## config.mk

```make
export PLATFORM = sky130hd
export DESIGN_NAME = cpu_frontend
export DESIGN_NICKNAME = d
export VERILOG_FILES = /design/src/common_pkg.sv /design/src/isa_pkg.sv /design/src/cpu_imem.sv /design/src/cpu_if.sv /design/src/cpu_id.sv /design/src/cpu_frontend.sv
export SDC_FILE = /design/constraint.sdc
export NUM_CORES = 2
export LEC_CHECK = 0
export ABC_AREA = 1
export ABC_CLOCK_PERIOD_IN_PS = 2800
export BUFFER_PORTS_ARGS = -buffer_cell sky130_fd_sc_hd__buf_2
export CORE_UTILIZATION = 57
export CTS_CLUSTER_DIAMETER = 100
export DETAILED_ROUTE_END_ITERATION = 12
export PLACE_DENSITY_LB_ADDON = 0.08
export SLEW_MARGIN = 20
export SYNTH_ARGS = -nofsm -noshare
export SYNTH_HDL_FRONTEND = slang
export SYNTH_HIERARCHICAL = 1
export SYNTH_SLANG_ARGS = --single-unit
```

## constraint.sdc

```tcl
create_clock -name clk_i -period 2.8 [get_ports clk_i]
set_clock_uncertainty 0.05 [all_clocks]
set_input_delay 0.84 -clock clk_i [delete_from_list [all_inputs] [get_ports clk_i]]
set_output_delay 0.84 -clock clk_i [all_outputs]
set_load 0.1 [all_outputs]
```

## src/common_pkg.sv

```systemverilog
package common_pkg;

    // machine word width, shared by every stage
    localparam int XLEN  = 32;
    localparam int REG_W = 5;            // 32 architectural registers

    typedef logic [XLEN-1:0]  word_t;    // address, instruction, immediate
    typedef logic [REG_W-1:0] reg_idx_t; // register index

    // byte step between sequential instructions
    localparam word_t PC_STEP = 32'd4;

    // bubble marker
    // all ones is never word aligned, so it can't collide with a real fetch PC
    localparam word_t NOP_PC = 32'hffff_ffff;

    // addi x0,x0,0 rides along with NOP_PC in a bubble
    localparam word_t NOP_IR = 32'h0000_0013;

endpackage

```

## src/isa_pkg.sv

```systemverilog
package isa_pkg;

    // RV32I major opcodes, bits [6:0] of the instruction
    typedef enum logic [6:0] {
        OP_ILLEGAL = 7'b000_0000,   // anything not listed below
        OP_LUI     = 7'b011_0111,
        OP_AUIPC   = 7'b001_0111,
        OP_JAL     = 7'b110_1111,
        OP_JALR    = 7'b110_0111,
        OP_BRANCH  = 7'b110_0011,
        OP_LOAD    = 7'b000_0011,
        OP_STORE   = 7'b010_0011,
        OP_IMM     = 7'b001_0011,   // register-immediate alu ops
        OP_REG     = 7'b011_0011,   // register-register alu ops
        OP_SYSTEM  = 7'b111_0011
    } opcode_e;

    // immediate layouts
    typedef enum logic [2:0] {
        IMM_I,
        IMM_S,
        IMM_B,
        IMM_U,
        IMM_J,
        IMM_NONE    // R-type and illegal words carry no immediate
    } imm_fmt_e;

    // field positions inside the instruction word
    localparam int OPC_LSB = 0;
    localparam int OPC_MSB = 6;
    localparam int RD_LSB  = 7;
    localparam int RD_MSB  = 11;
    localparam int F3_LSB  = 12;
    localparam int F3_MSB  = 14;
    localparam int RS1_LSB = 15;
    localparam int RS1_MSB = 19;
    localparam int RS2_LSB = 20;
    localparam int RS2_MSB = 24;

    localparam int SIGN_BIT = 31;   // immediate sign always sits here

endpackage

```

## src/cpu_imem.sv

```systemverilog
`timescale 1ns/1ns

// word array with combinational read and synchronous load port
module cpu_imem
    import common_pkg::*;
    #(
        parameter int IMEM_WORDS = 64   // depth, power of two
    )
    (
        input  wire logic  clk_i,         // clock

        // load port
        input  wire logic  imem_we_i,     // write strobe
        input  wire word_t imem_waddr_i,  // byte address
        input  wire word_t imem_wdata_i,  // word to store

        // fetch port
        input  wire word_t imem_addr_i,   // byte address
        output wire word_t imem_data_o    // word at that address, same cycle
    );

// index bits, upper address bits are dropped so the PC wraps
localparam int AW = $clog2(IMEM_WORDS);

word_t          mem_r [0:IMEM_WORDS-1];  // no reset, loaded by the testbench
logic  [AW-1:0] ridx_w;
logic  [AW-1:0] widx_w;

// byte address -> word index, skip bits [1:0]
assign ridx_w = imem_addr_i[AW+1:2];
assign widx_w = imem_waddr_i[AW+1:2];

always_ff @(posedge clk_i) begin
    if (imem_we_i) begin
        mem_r[widx_w] <= imem_wdata_i;
    end
end

// async read, fetch registers the result itself
assign imem_data_o = mem_r[ridx_w];

endmodule

```

## src/cpu_if.sv

```systemverilog
`timescale 1ns/1ns

// instruction fetch stage
// fpc_r/fir_r is the pair sitting in fetch, pc_r/ir_r the pair offered to decode
module cpu_if
    import common_pkg::*;
    (
        input  wire logic  clk_i,        // clock
        input  wire logic  arst_n_i,     // async reset, active low
        input  wire logic  halt_i,       // freeze fetch, emit bubbles

        // from decode
        input  wire logic  ready_i,      // downstream may advance
        input  wire logic  jmp_valid_i,  // redirect strobe
        input  wire word_t jmp_addr_i,   // redirect target

        // instruction memory
        output wire word_t imem_addr_o,  // request address = next PC
        input  wire word_t imem_data_i,  // returned word

        // to decode
        output wire word_t pc_o,         // program counter
        output wire word_t ir_o          // instruction register
    );

word_t fpc_r;    // fetch PC
word_t fir_r;    // word fetched at fpc_r
logic  fvld_r;   // fpc_r/fir_r hold a real fetch
word_t pc_w;     // next fetch PC

word_t pc_r;
word_t ir_r;

// next PC
always_comb begin
    pc_w = fpc_r + PC_STEP;                    // sequential by default

    if (jmp_valid_i) begin
        pc_w = jmp_addr_i;                     // jump beats everything, halt too
    end else if (halt_i || !ready_i || !fvld_r) begin
        pc_w = fpc_r;                          // hold, also refetch 0 after reset
    end
end

// memory sees the PC we are about to register
assign imem_addr_o = pc_w;

always_ff @(posedge clk_i or negedge arst_n_i) begin
    if (!arst_n_i) begin
        fpc_r  <= '0;
        fvld_r <= 1'b0;
    end else begin
        fpc_r  <= pc_w;
        fvld_r <= 1'b1;    // first edge after reset loads mem[0]
    end
end

// word for pc_w lands together with fpc_r
always_ff @(posedge clk_i) begin
    fir_r <= imem_data_i;
end

// output pair
always_ff @(posedge clk_i or negedge arst_n_i) begin
    if (!arst_n_i) begin
        pc_r <= NOP_PC;
        ir_r <= NOP_IR;
    end else if (jmp_valid_i) begin
        // fpc_r is the wrong-path word behind the jal, drop it
        pc_r <= NOP_PC;
        ir_r <= NOP_IR;
    end else if (ready_i) begin
        if (halt_i || !fvld_r) begin
            pc_r <= NOP_PC;    // halted, fpc_r waits in place
            ir_r <= NOP_IR;
        end else begin
            pc_r <= fpc_r;
            ir_r <= fir_r;
        end
    end
    // not ready -> hold
end

assign pc_o = pc_r;
assign ir_o = ir_r;

endmodule

```

## src/cpu_id.sv

```systemverilog
`timescale 1ns/1ns

// instruction decode stage
// classifies the opcode, splits fields, builds the immediate, resolves jal
module cpu_id
    import common_pkg::*;
    import isa_pkg::*;
    (
        input  wire logic     clk_i,        // clock
        input  wire logic     arst_n_i,     // async reset, active low
        input  wire logic     ready_i,      // execute takes our output

        // from fetch
        input  wire word_t    pc_i,         // program counter
        input  wire word_t    ir_i,         // instruction

        // back to fetch
        output wire logic     jmp_valid_o,  // jal accepted this cycle
        output wire word_t    jmp_addr_o,   // jal target

        // decoded instruction
        output wire logic     valid_o,      // not a bubble
        output wire word_t    pc_o,
        output wire opcode_e  op_o,
        output wire reg_idx_t rd_o,
        output wire reg_idx_t rs1_o,
        output wire reg_idx_t rs2_o,
        output wire logic [2:0] funct3_o,
        output wire word_t    imm_o         // sign extended
    );

logic [6:0] opc_w;
opcode_e    op_w;
imm_fmt_e   fmt_w;
word_t      imm_i_w;
word_t      imm_s_w;
word_t      imm_b_w;
word_t      imm_u_w;
word_t      imm_j_w;
word_t      imm_w;
logic       jal_w;

word_t      pc_r;
opcode_e    op_r;
reg_idx_t   rd_r;
reg_idx_t   rs1_r;
reg_idx_t   rs2_r;
logic [2:0] funct3_r;
word_t      imm_r;

assign opc_w = ir_i[OPC_MSB:OPC_LSB];

// opcode classification
always_comb begin
    case (opc_w)
        OP_LUI, OP_AUIPC, OP_JAL, OP_JALR, OP_BRANCH,
        OP_LOAD, OP_STORE, OP_IMM, OP_REG, OP_SYSTEM: op_w = opcode_e'(opc_w);
        default:                                      op_w = OP_ILLEGAL;
    endcase
end

// which immediate layout goes with the opcode
always_comb begin
    case (op_w)
        OP_LOAD, OP_IMM, OP_JALR, OP_SYSTEM: fmt_w = IMM_I;
        OP_STORE:                            fmt_w = IMM_S;
        OP_BRANCH:                           fmt_w = IMM_B;
        OP_LUI, OP_AUIPC:                    fmt_w = IMM_U;
        OP_JAL:                              fmt_w = IMM_J;
        default:                             fmt_w = IMM_NONE;  // R-type, illegal
    endcase
end

// all five layouts, sign from bit 31
assign imm_i_w = {{20{ir_i[SIGN_BIT]}}, ir_i[31:20]};
assign imm_s_w = {{20{ir_i[SIGN_BIT]}}, ir_i[31:25], ir_i[11:7]};
assign imm_b_w = {{19{ir_i[SIGN_BIT]}}, ir_i[31], ir_i[7], ir_i[30:25], ir_i[11:8], 1'b0};
assign imm_u_w = {ir_i[31:12], 12'b0};
assign imm_j_w = {{11{ir_i[SIGN_BIT]}}, ir_i[31], ir_i[19:12], ir_i[20], ir_i[30:21], 1'b0};

always_comb begin
    case (fmt_w)
        IMM_I:   imm_w = imm_i_w;
        IMM_S:   imm_w = imm_s_w;
        IMM_B:   imm_w = imm_b_w;
        IMM_U:   imm_w = imm_u_w;
        IMM_J:   imm_w = imm_j_w;
        default: imm_w = '0;
    endcase
end

// jal needs no register value, so it resolves here
assign jal_w       = (op_w == OP_JAL) && (pc_i != NOP_PC);  // bubbles never jump
assign jmp_valid_o = jal_w && ready_i;                      // only when jal moves on
assign jmp_addr_o  = pc_i + imm_j_w;

// pc doubles as the valid flag
always_ff @(posedge clk_i or negedge arst_n_i) begin
    if (!arst_n_i) begin
        pc_r <= NOP_PC;
    end else if (ready_i) begin
        pc_r <= pc_i;
    end
end

always_ff @(posedge clk_i) begin
    if (ready_i) begin
        op_r     <= op_w;
        rd_r     <= ir_i[RD_MSB:RD_LSB];
        rs1_r    <= ir_i[RS1_MSB:RS1_LSB];
        rs2_r    <= ir_i[RS2_MSB:RS2_LSB];
        funct3_r <= ir_i[F3_MSB:F3_LSB];
        imm_r    <= imm_w;
    end
end

assign valid_o  = (pc_r != NOP_PC);
assign pc_o     = pc_r;
assign op_o     = op_r;
assign rd_o     = rd_r;
assign rs1_o    = rs1_r;
assign rs2_o    = rs2_r;
assign funct3_o = funct3_r;
assign imm_o    = imm_r;

endmodule

```

## src/cpu_frontend.sv

```systemverilog
`timescale 1ns/1ns

// fetch + imem + decode
module cpu_frontend
    import common_pkg::*;
    import isa_pkg::*;
    #(
        parameter int IMEM_WORDS = 64           // instruction memory depth
    )
    (
        input  wire logic       clk_i,          // clock
        input  wire logic       arst_n_i,       // async reset, active low
        input  wire logic       halt_i,         // freeze fetch
        input  wire logic       ex_ready_i,     // execute can take a decoded instr

        // program load
        input  wire logic       imem_we_i,
        input  wire word_t      imem_waddr_i,
        input  wire word_t      imem_wdata_i,

        // decoded instruction out
        output wire logic       id_valid_o,
        output wire word_t      id_pc_o,
        output wire opcode_e    id_op_o,
        output wire reg_idx_t   id_rd_o,
        output wire reg_idx_t   id_rs1_o,
        output wire reg_idx_t   id_rs2_o,
        output wire logic [2:0] id_funct3_o,
        output wire word_t      id_imm_o
    );

word_t imem_addr;   // fetch -> imem
word_t imem_data;   // imem -> fetch, same cycle
word_t if_pc;       // fetch -> decode
word_t if_ir;
logic  jmp_valid;   // decode -> fetch redirect
word_t jmp_addr;

cpu_imem #(
    .IMEM_WORDS   (IMEM_WORDS)
) u_imem (
    .clk_i        (clk_i),
    .imem_we_i    (imem_we_i),
    .imem_waddr_i (imem_waddr_i),
    .imem_wdata_i (imem_wdata_i),
    .imem_addr_i  (imem_addr),
    .imem_data_o  (imem_data)
);

cpu_if u_if (
    .clk_i        (clk_i),
    .arst_n_i     (arst_n_i),
    .halt_i       (halt_i),
    .ready_i      (ex_ready_i),   // no decode stall, so execute readiness goes straight through
    .jmp_valid_i  (jmp_valid),
    .jmp_addr_i   (jmp_addr),
    .imem_addr_o  (imem_addr),
    .imem_data_i  (imem_data),
    .pc_o         (if_pc),
    .ir_o         (if_ir)
);

cpu_id u_id (
    .clk_i        (clk_i),
    .arst_n_i     (arst_n_i),
    .ready_i      (ex_ready_i),
    .pc_i         (if_pc),
    .ir_i         (if_ir),
    .jmp_valid_o  (jmp_valid),
    .jmp_addr_o   (jmp_addr),
    .valid_o      (id_valid_o),
    .pc_o         (id_pc_o),
    .op_o         (id_op_o),
    .rd_o         (id_rd_o),
    .rs1_o        (id_rs1_o),
    .rs2_o        (id_rs2_o),
    .funct3_o     (id_funct3_o),
    .imm_o        (id_imm_o)
);

endmodule

```

==> summary.md <==
| Metric | Value |
|---|---|
| Final wirelength | 295,000 µm |
| Worst slew margin | 0.453 |
| Crit path arrival time | about 4200 ps |
| First-pass GRT wire length | 418,000 µm |
| Crit share post-route | 1.24 |
| FFs w/ async S/R, synth | 0.0569 |
| Yosys reg bits | between 2,000 and 2,500 |
| Period minus WS final | 3460 ps |
| Critical Path RT | 3490 ps |
| Maximum fanout along the worst path | 11 |
| Synthesized net count | 8,136 |
| TritonRoute pass-1 iters | 6 |
| Area grow syn2layout | 23.5% |
| Crit path capture type | flop |
| Max IR drop VDD | 0.750 mV |
| Post-synth EDFFs | 2,105 |
| Port Buf Inserts | 132 |
| Final number of setup-violating endpoints | 33 |
| Vias/cell | between 6 and 7 |
| Remaining Overflow, GRT | 0 |
| Max_cap viols | 0 |
| DR iter-0 viols | 10,000 |
| Power Dens Cells | between 900 and 1000 nW/µm² |
| I/O pin count | 159 |
| Wire per inst | approximately 27 µm |
| Most common cell after layout, fill and taps aside | nand2_1 |
| Final Util | 0.709 |
| Synthesized instance count | 8,035 |
| Initial antenna violation count | 13 |
| Hold Crit Class | input port to async pin |
| Most frequent cells in the layout | 2,545 x nand2_1, 2,105 x edfxtp_1, 1,691 x nand3_1 |
| HPWL after DPL | roughly 170,000 µm |
| PnR worst setup slack | -662 ps |
| Layout cells sized above 1 | 0.206 |
| Lkg Pwr | 43.4 nW |
| Remaining antenna violation count | 0 |
| Syn avg cell area | 11.6 µm² |
| Vias in the first global route | 63,200 |
| Ys flop type | edfxtp_1 |
| RSZ-0062 raised after global routing | true |
| Nets@finish | ~9,000 |
| Initial core utilization | 0.574 |
| Clk buf depth | 3 |
| Drt drc | 0 |
| Setup Crit Path Kind | flop to flop |
| F_max | a little under 300 MHz |
| Worst hold margin | 375 ps |
| Failing checks | negative setup slack |
| Die height | between 400 and 500 µm |
| Mapped cell area | 93,400 µm² |
| GPL Wtd Cong | 0.933 |
| Number of CTS-inserted buffers | 221 |
| Routed vias | around 68,000 |
| Core box area | 163,000 µm² |
| Die area | 165,000 µm² |
| Clk Latency, worst-skew pair | 880 ps |
| # rows | around 150 |
| Largest net degree at the start of global routing | 89 |
| Least-Margin Pin Slew | 820 ps |
| Outcome | finished with violations |
| H-tree levels | 4 |
| Clock slew at reported path FFs | 60 ps |
| Clock sinks | 2,266 |
| GRT Total Usage | 0.350 |
| Fill cells | around 11,000 |
| Yosys warns | 6 |
| Die X | 407 µm |
| CP Launch Type | flop |
| Final Max Slew Viols | 0 |
| Yosys cell types | 51 |
| Seq/Total Area, Yosys | 0.719 |
| CTS Root Cell | clkbuf_16 |
| Final hold vios | 0 |
| TritonCTS clock tree | built |
[per-layer routing]
metal	up-vias	GRT usage	wire, µm
met3	675	0.0587	32800
li1	29800	-	-
met5	-	0	57
met4	8	0.148	12600
met1	33200	0.506	116000
met2	4167	0.528	134000
[logic make-up after synthesis]
kind of cell	count (synthesis)	share of synthesized area
compound gates	159	0.0117
mux	31	0.00374
simple gates	4864	0.226
other cells	1	0.0000402
xor+xnor	22	0.00206
fa+ha+maj	32	0.00437
flops	2266	0.719
buf+inv	660	0.0331
[what timing repair did]
action	CTS	global route
pin swaps	85	69
gates resized for setup	450	271
buffers inserted	73	39
gates cloned	35	27
endpoints found under the setup margin	35	33
hold endpoints to repair	20	0
hold buffers	1	0
[sequential cells by signal, summed over array words and instances, names as in the netlist]
| name | flops |
|---|---|
| u_id/op_o | 7 |
| u_if/fvld_r | 1 |
| u_id/rs1_o | 5 |
| u_if/ir_o | 32 |
| u_id/rs2_o | 5 |
| u_imem/mem_r | 2048 |
| u_id/rd_o | 5 |
| u_if/pc_o | 32 |
| u_id/pc_o | 32 |
| u_id/funct3_o | 3 |
| u_if/fpc_r | 32 |
| u_if/fir_r | 32 |
| u_id/imm_o | 32 |
[worst max-delay path: stages, from the launching register on]
cell	delay (ps)
dfstp_2	530
nand4_1	170
nor2_4	190
nand4_1	220
nand2_4	120
nor2_4	50
inv_4	60
buf_6	120
a31oi_4	100
buf_12	160
buf_12	130
inv_16	120
buf_16	200
buf_12	170
clkbuf_16	170
nand3_1	80
nand3_1	80
nand2_1	100
nand2_1	80
nand3_1	80
buf_4	160
nand3_2	90
nand2_1	60
[cells in the mapped netlist (all sizes together), types with 10 or more instances]
| cell type | number | share of area |
|---|---|---|
| nand2 | 2618 | 0.11 |
| edfxtp | 2105 | 0.68 |
| nand3 | 1987 | 0.11 |
| buf | 395 | 0.022 |
| nor2 | 174 | 0.0077 |
| inv | 170 | 0.0069 |
| clkbuf | 93 | 0.0037 |
| dfstp | 67 | 0.019 |
| dfrtp | 62 | 0.017 |
| a21oi | 46 | 0.0026 |
| nor3 | 34 | 0.0021 |
| a31oi | 33 | 0.0022 |
| nand4 | 33 | 0.0023 |
| dfxtp | 32 | 0.0069 |
| ha | 31 | 0.0042 |
| mux2 | 31 | 0.0037 |
| a32o | 29 | 0.0031 |
| o21ai | 22 | 0.0012 |
| xor2 | 20 | 0.0019 |
| nor4 | 10 | 0.00067 |
| o32a | 10 | 0.0011 |
[cell type report]
class	instances	area, µm²	share of cell area
inverter	172	726	0.00629
clock buffer	289	5910	0.0512
timing repair buffer	941	11600	0.101
tap	2175	2720	0.0236
multi-input combinational	5109	25900	0.225
clock inverter	126	1250	0.0108
timing repair inverter	3	31.3	0.000271
antenna	6	15.0	0.000130
sequential	2266	67200	0.582
[through the flow]
stage	total power, mW	worst slack [ps]	TNS, ps	instance area [µm²]	instances
5_1_grt	113	-727	-21120	115000	11100
2_1_floorplan	56.1	-567	-689410	94100	8035
3_3_place_gp	70.9	-1320	-34920	102000	10500
4_1_cts	106	-621	-18380	113000	11000
3_5_place_dp	71.1	-1250	-32950	102000	10500
6_report	110	-662	-17990	115000	11100
[path summary, 6_finish.rpt]
path                            slack [ps]  depth (start not counted)                        endpoint                      start
worst max register to register        -660                         22          u_if/fir_r[20]$_DFF_P_  u_if/pc_o[27]$_DFFE_PN1P_
worst min-delay path                   380                          2        u_if/fpc_r[27]$_DFF_PN0_                   arst_n_i
max in group asynchronous             1560                          3       u_id/pc_o[12]$_DFFE_PN1P_                   arst_n_i
worst max-delay path                  -660                         22          u_if/fir_r[20]$_DFF_P_  u_if/pc_o[27]$_DFFE_PN1P_
min in group clk_i                     380                          1  u_imem/mem_r[42][31]$_DFFE_PP_           imem_wdata_i[31]
worst min register to register         440                          0          u_id/rd_o[3]$_DFFE_PP_  u_if/ir_o[10]$_DFFE_PN0P_
[power by group]
group | internal [mW] | switching [mW] | total (mW)
clock | 16.6 | 13.0 | 29.6
sequential | 37.8 | 0.622 | 38.4
combinational | 16.1 | 25.6 | 41.8
(Power assumes the default switching activity.)
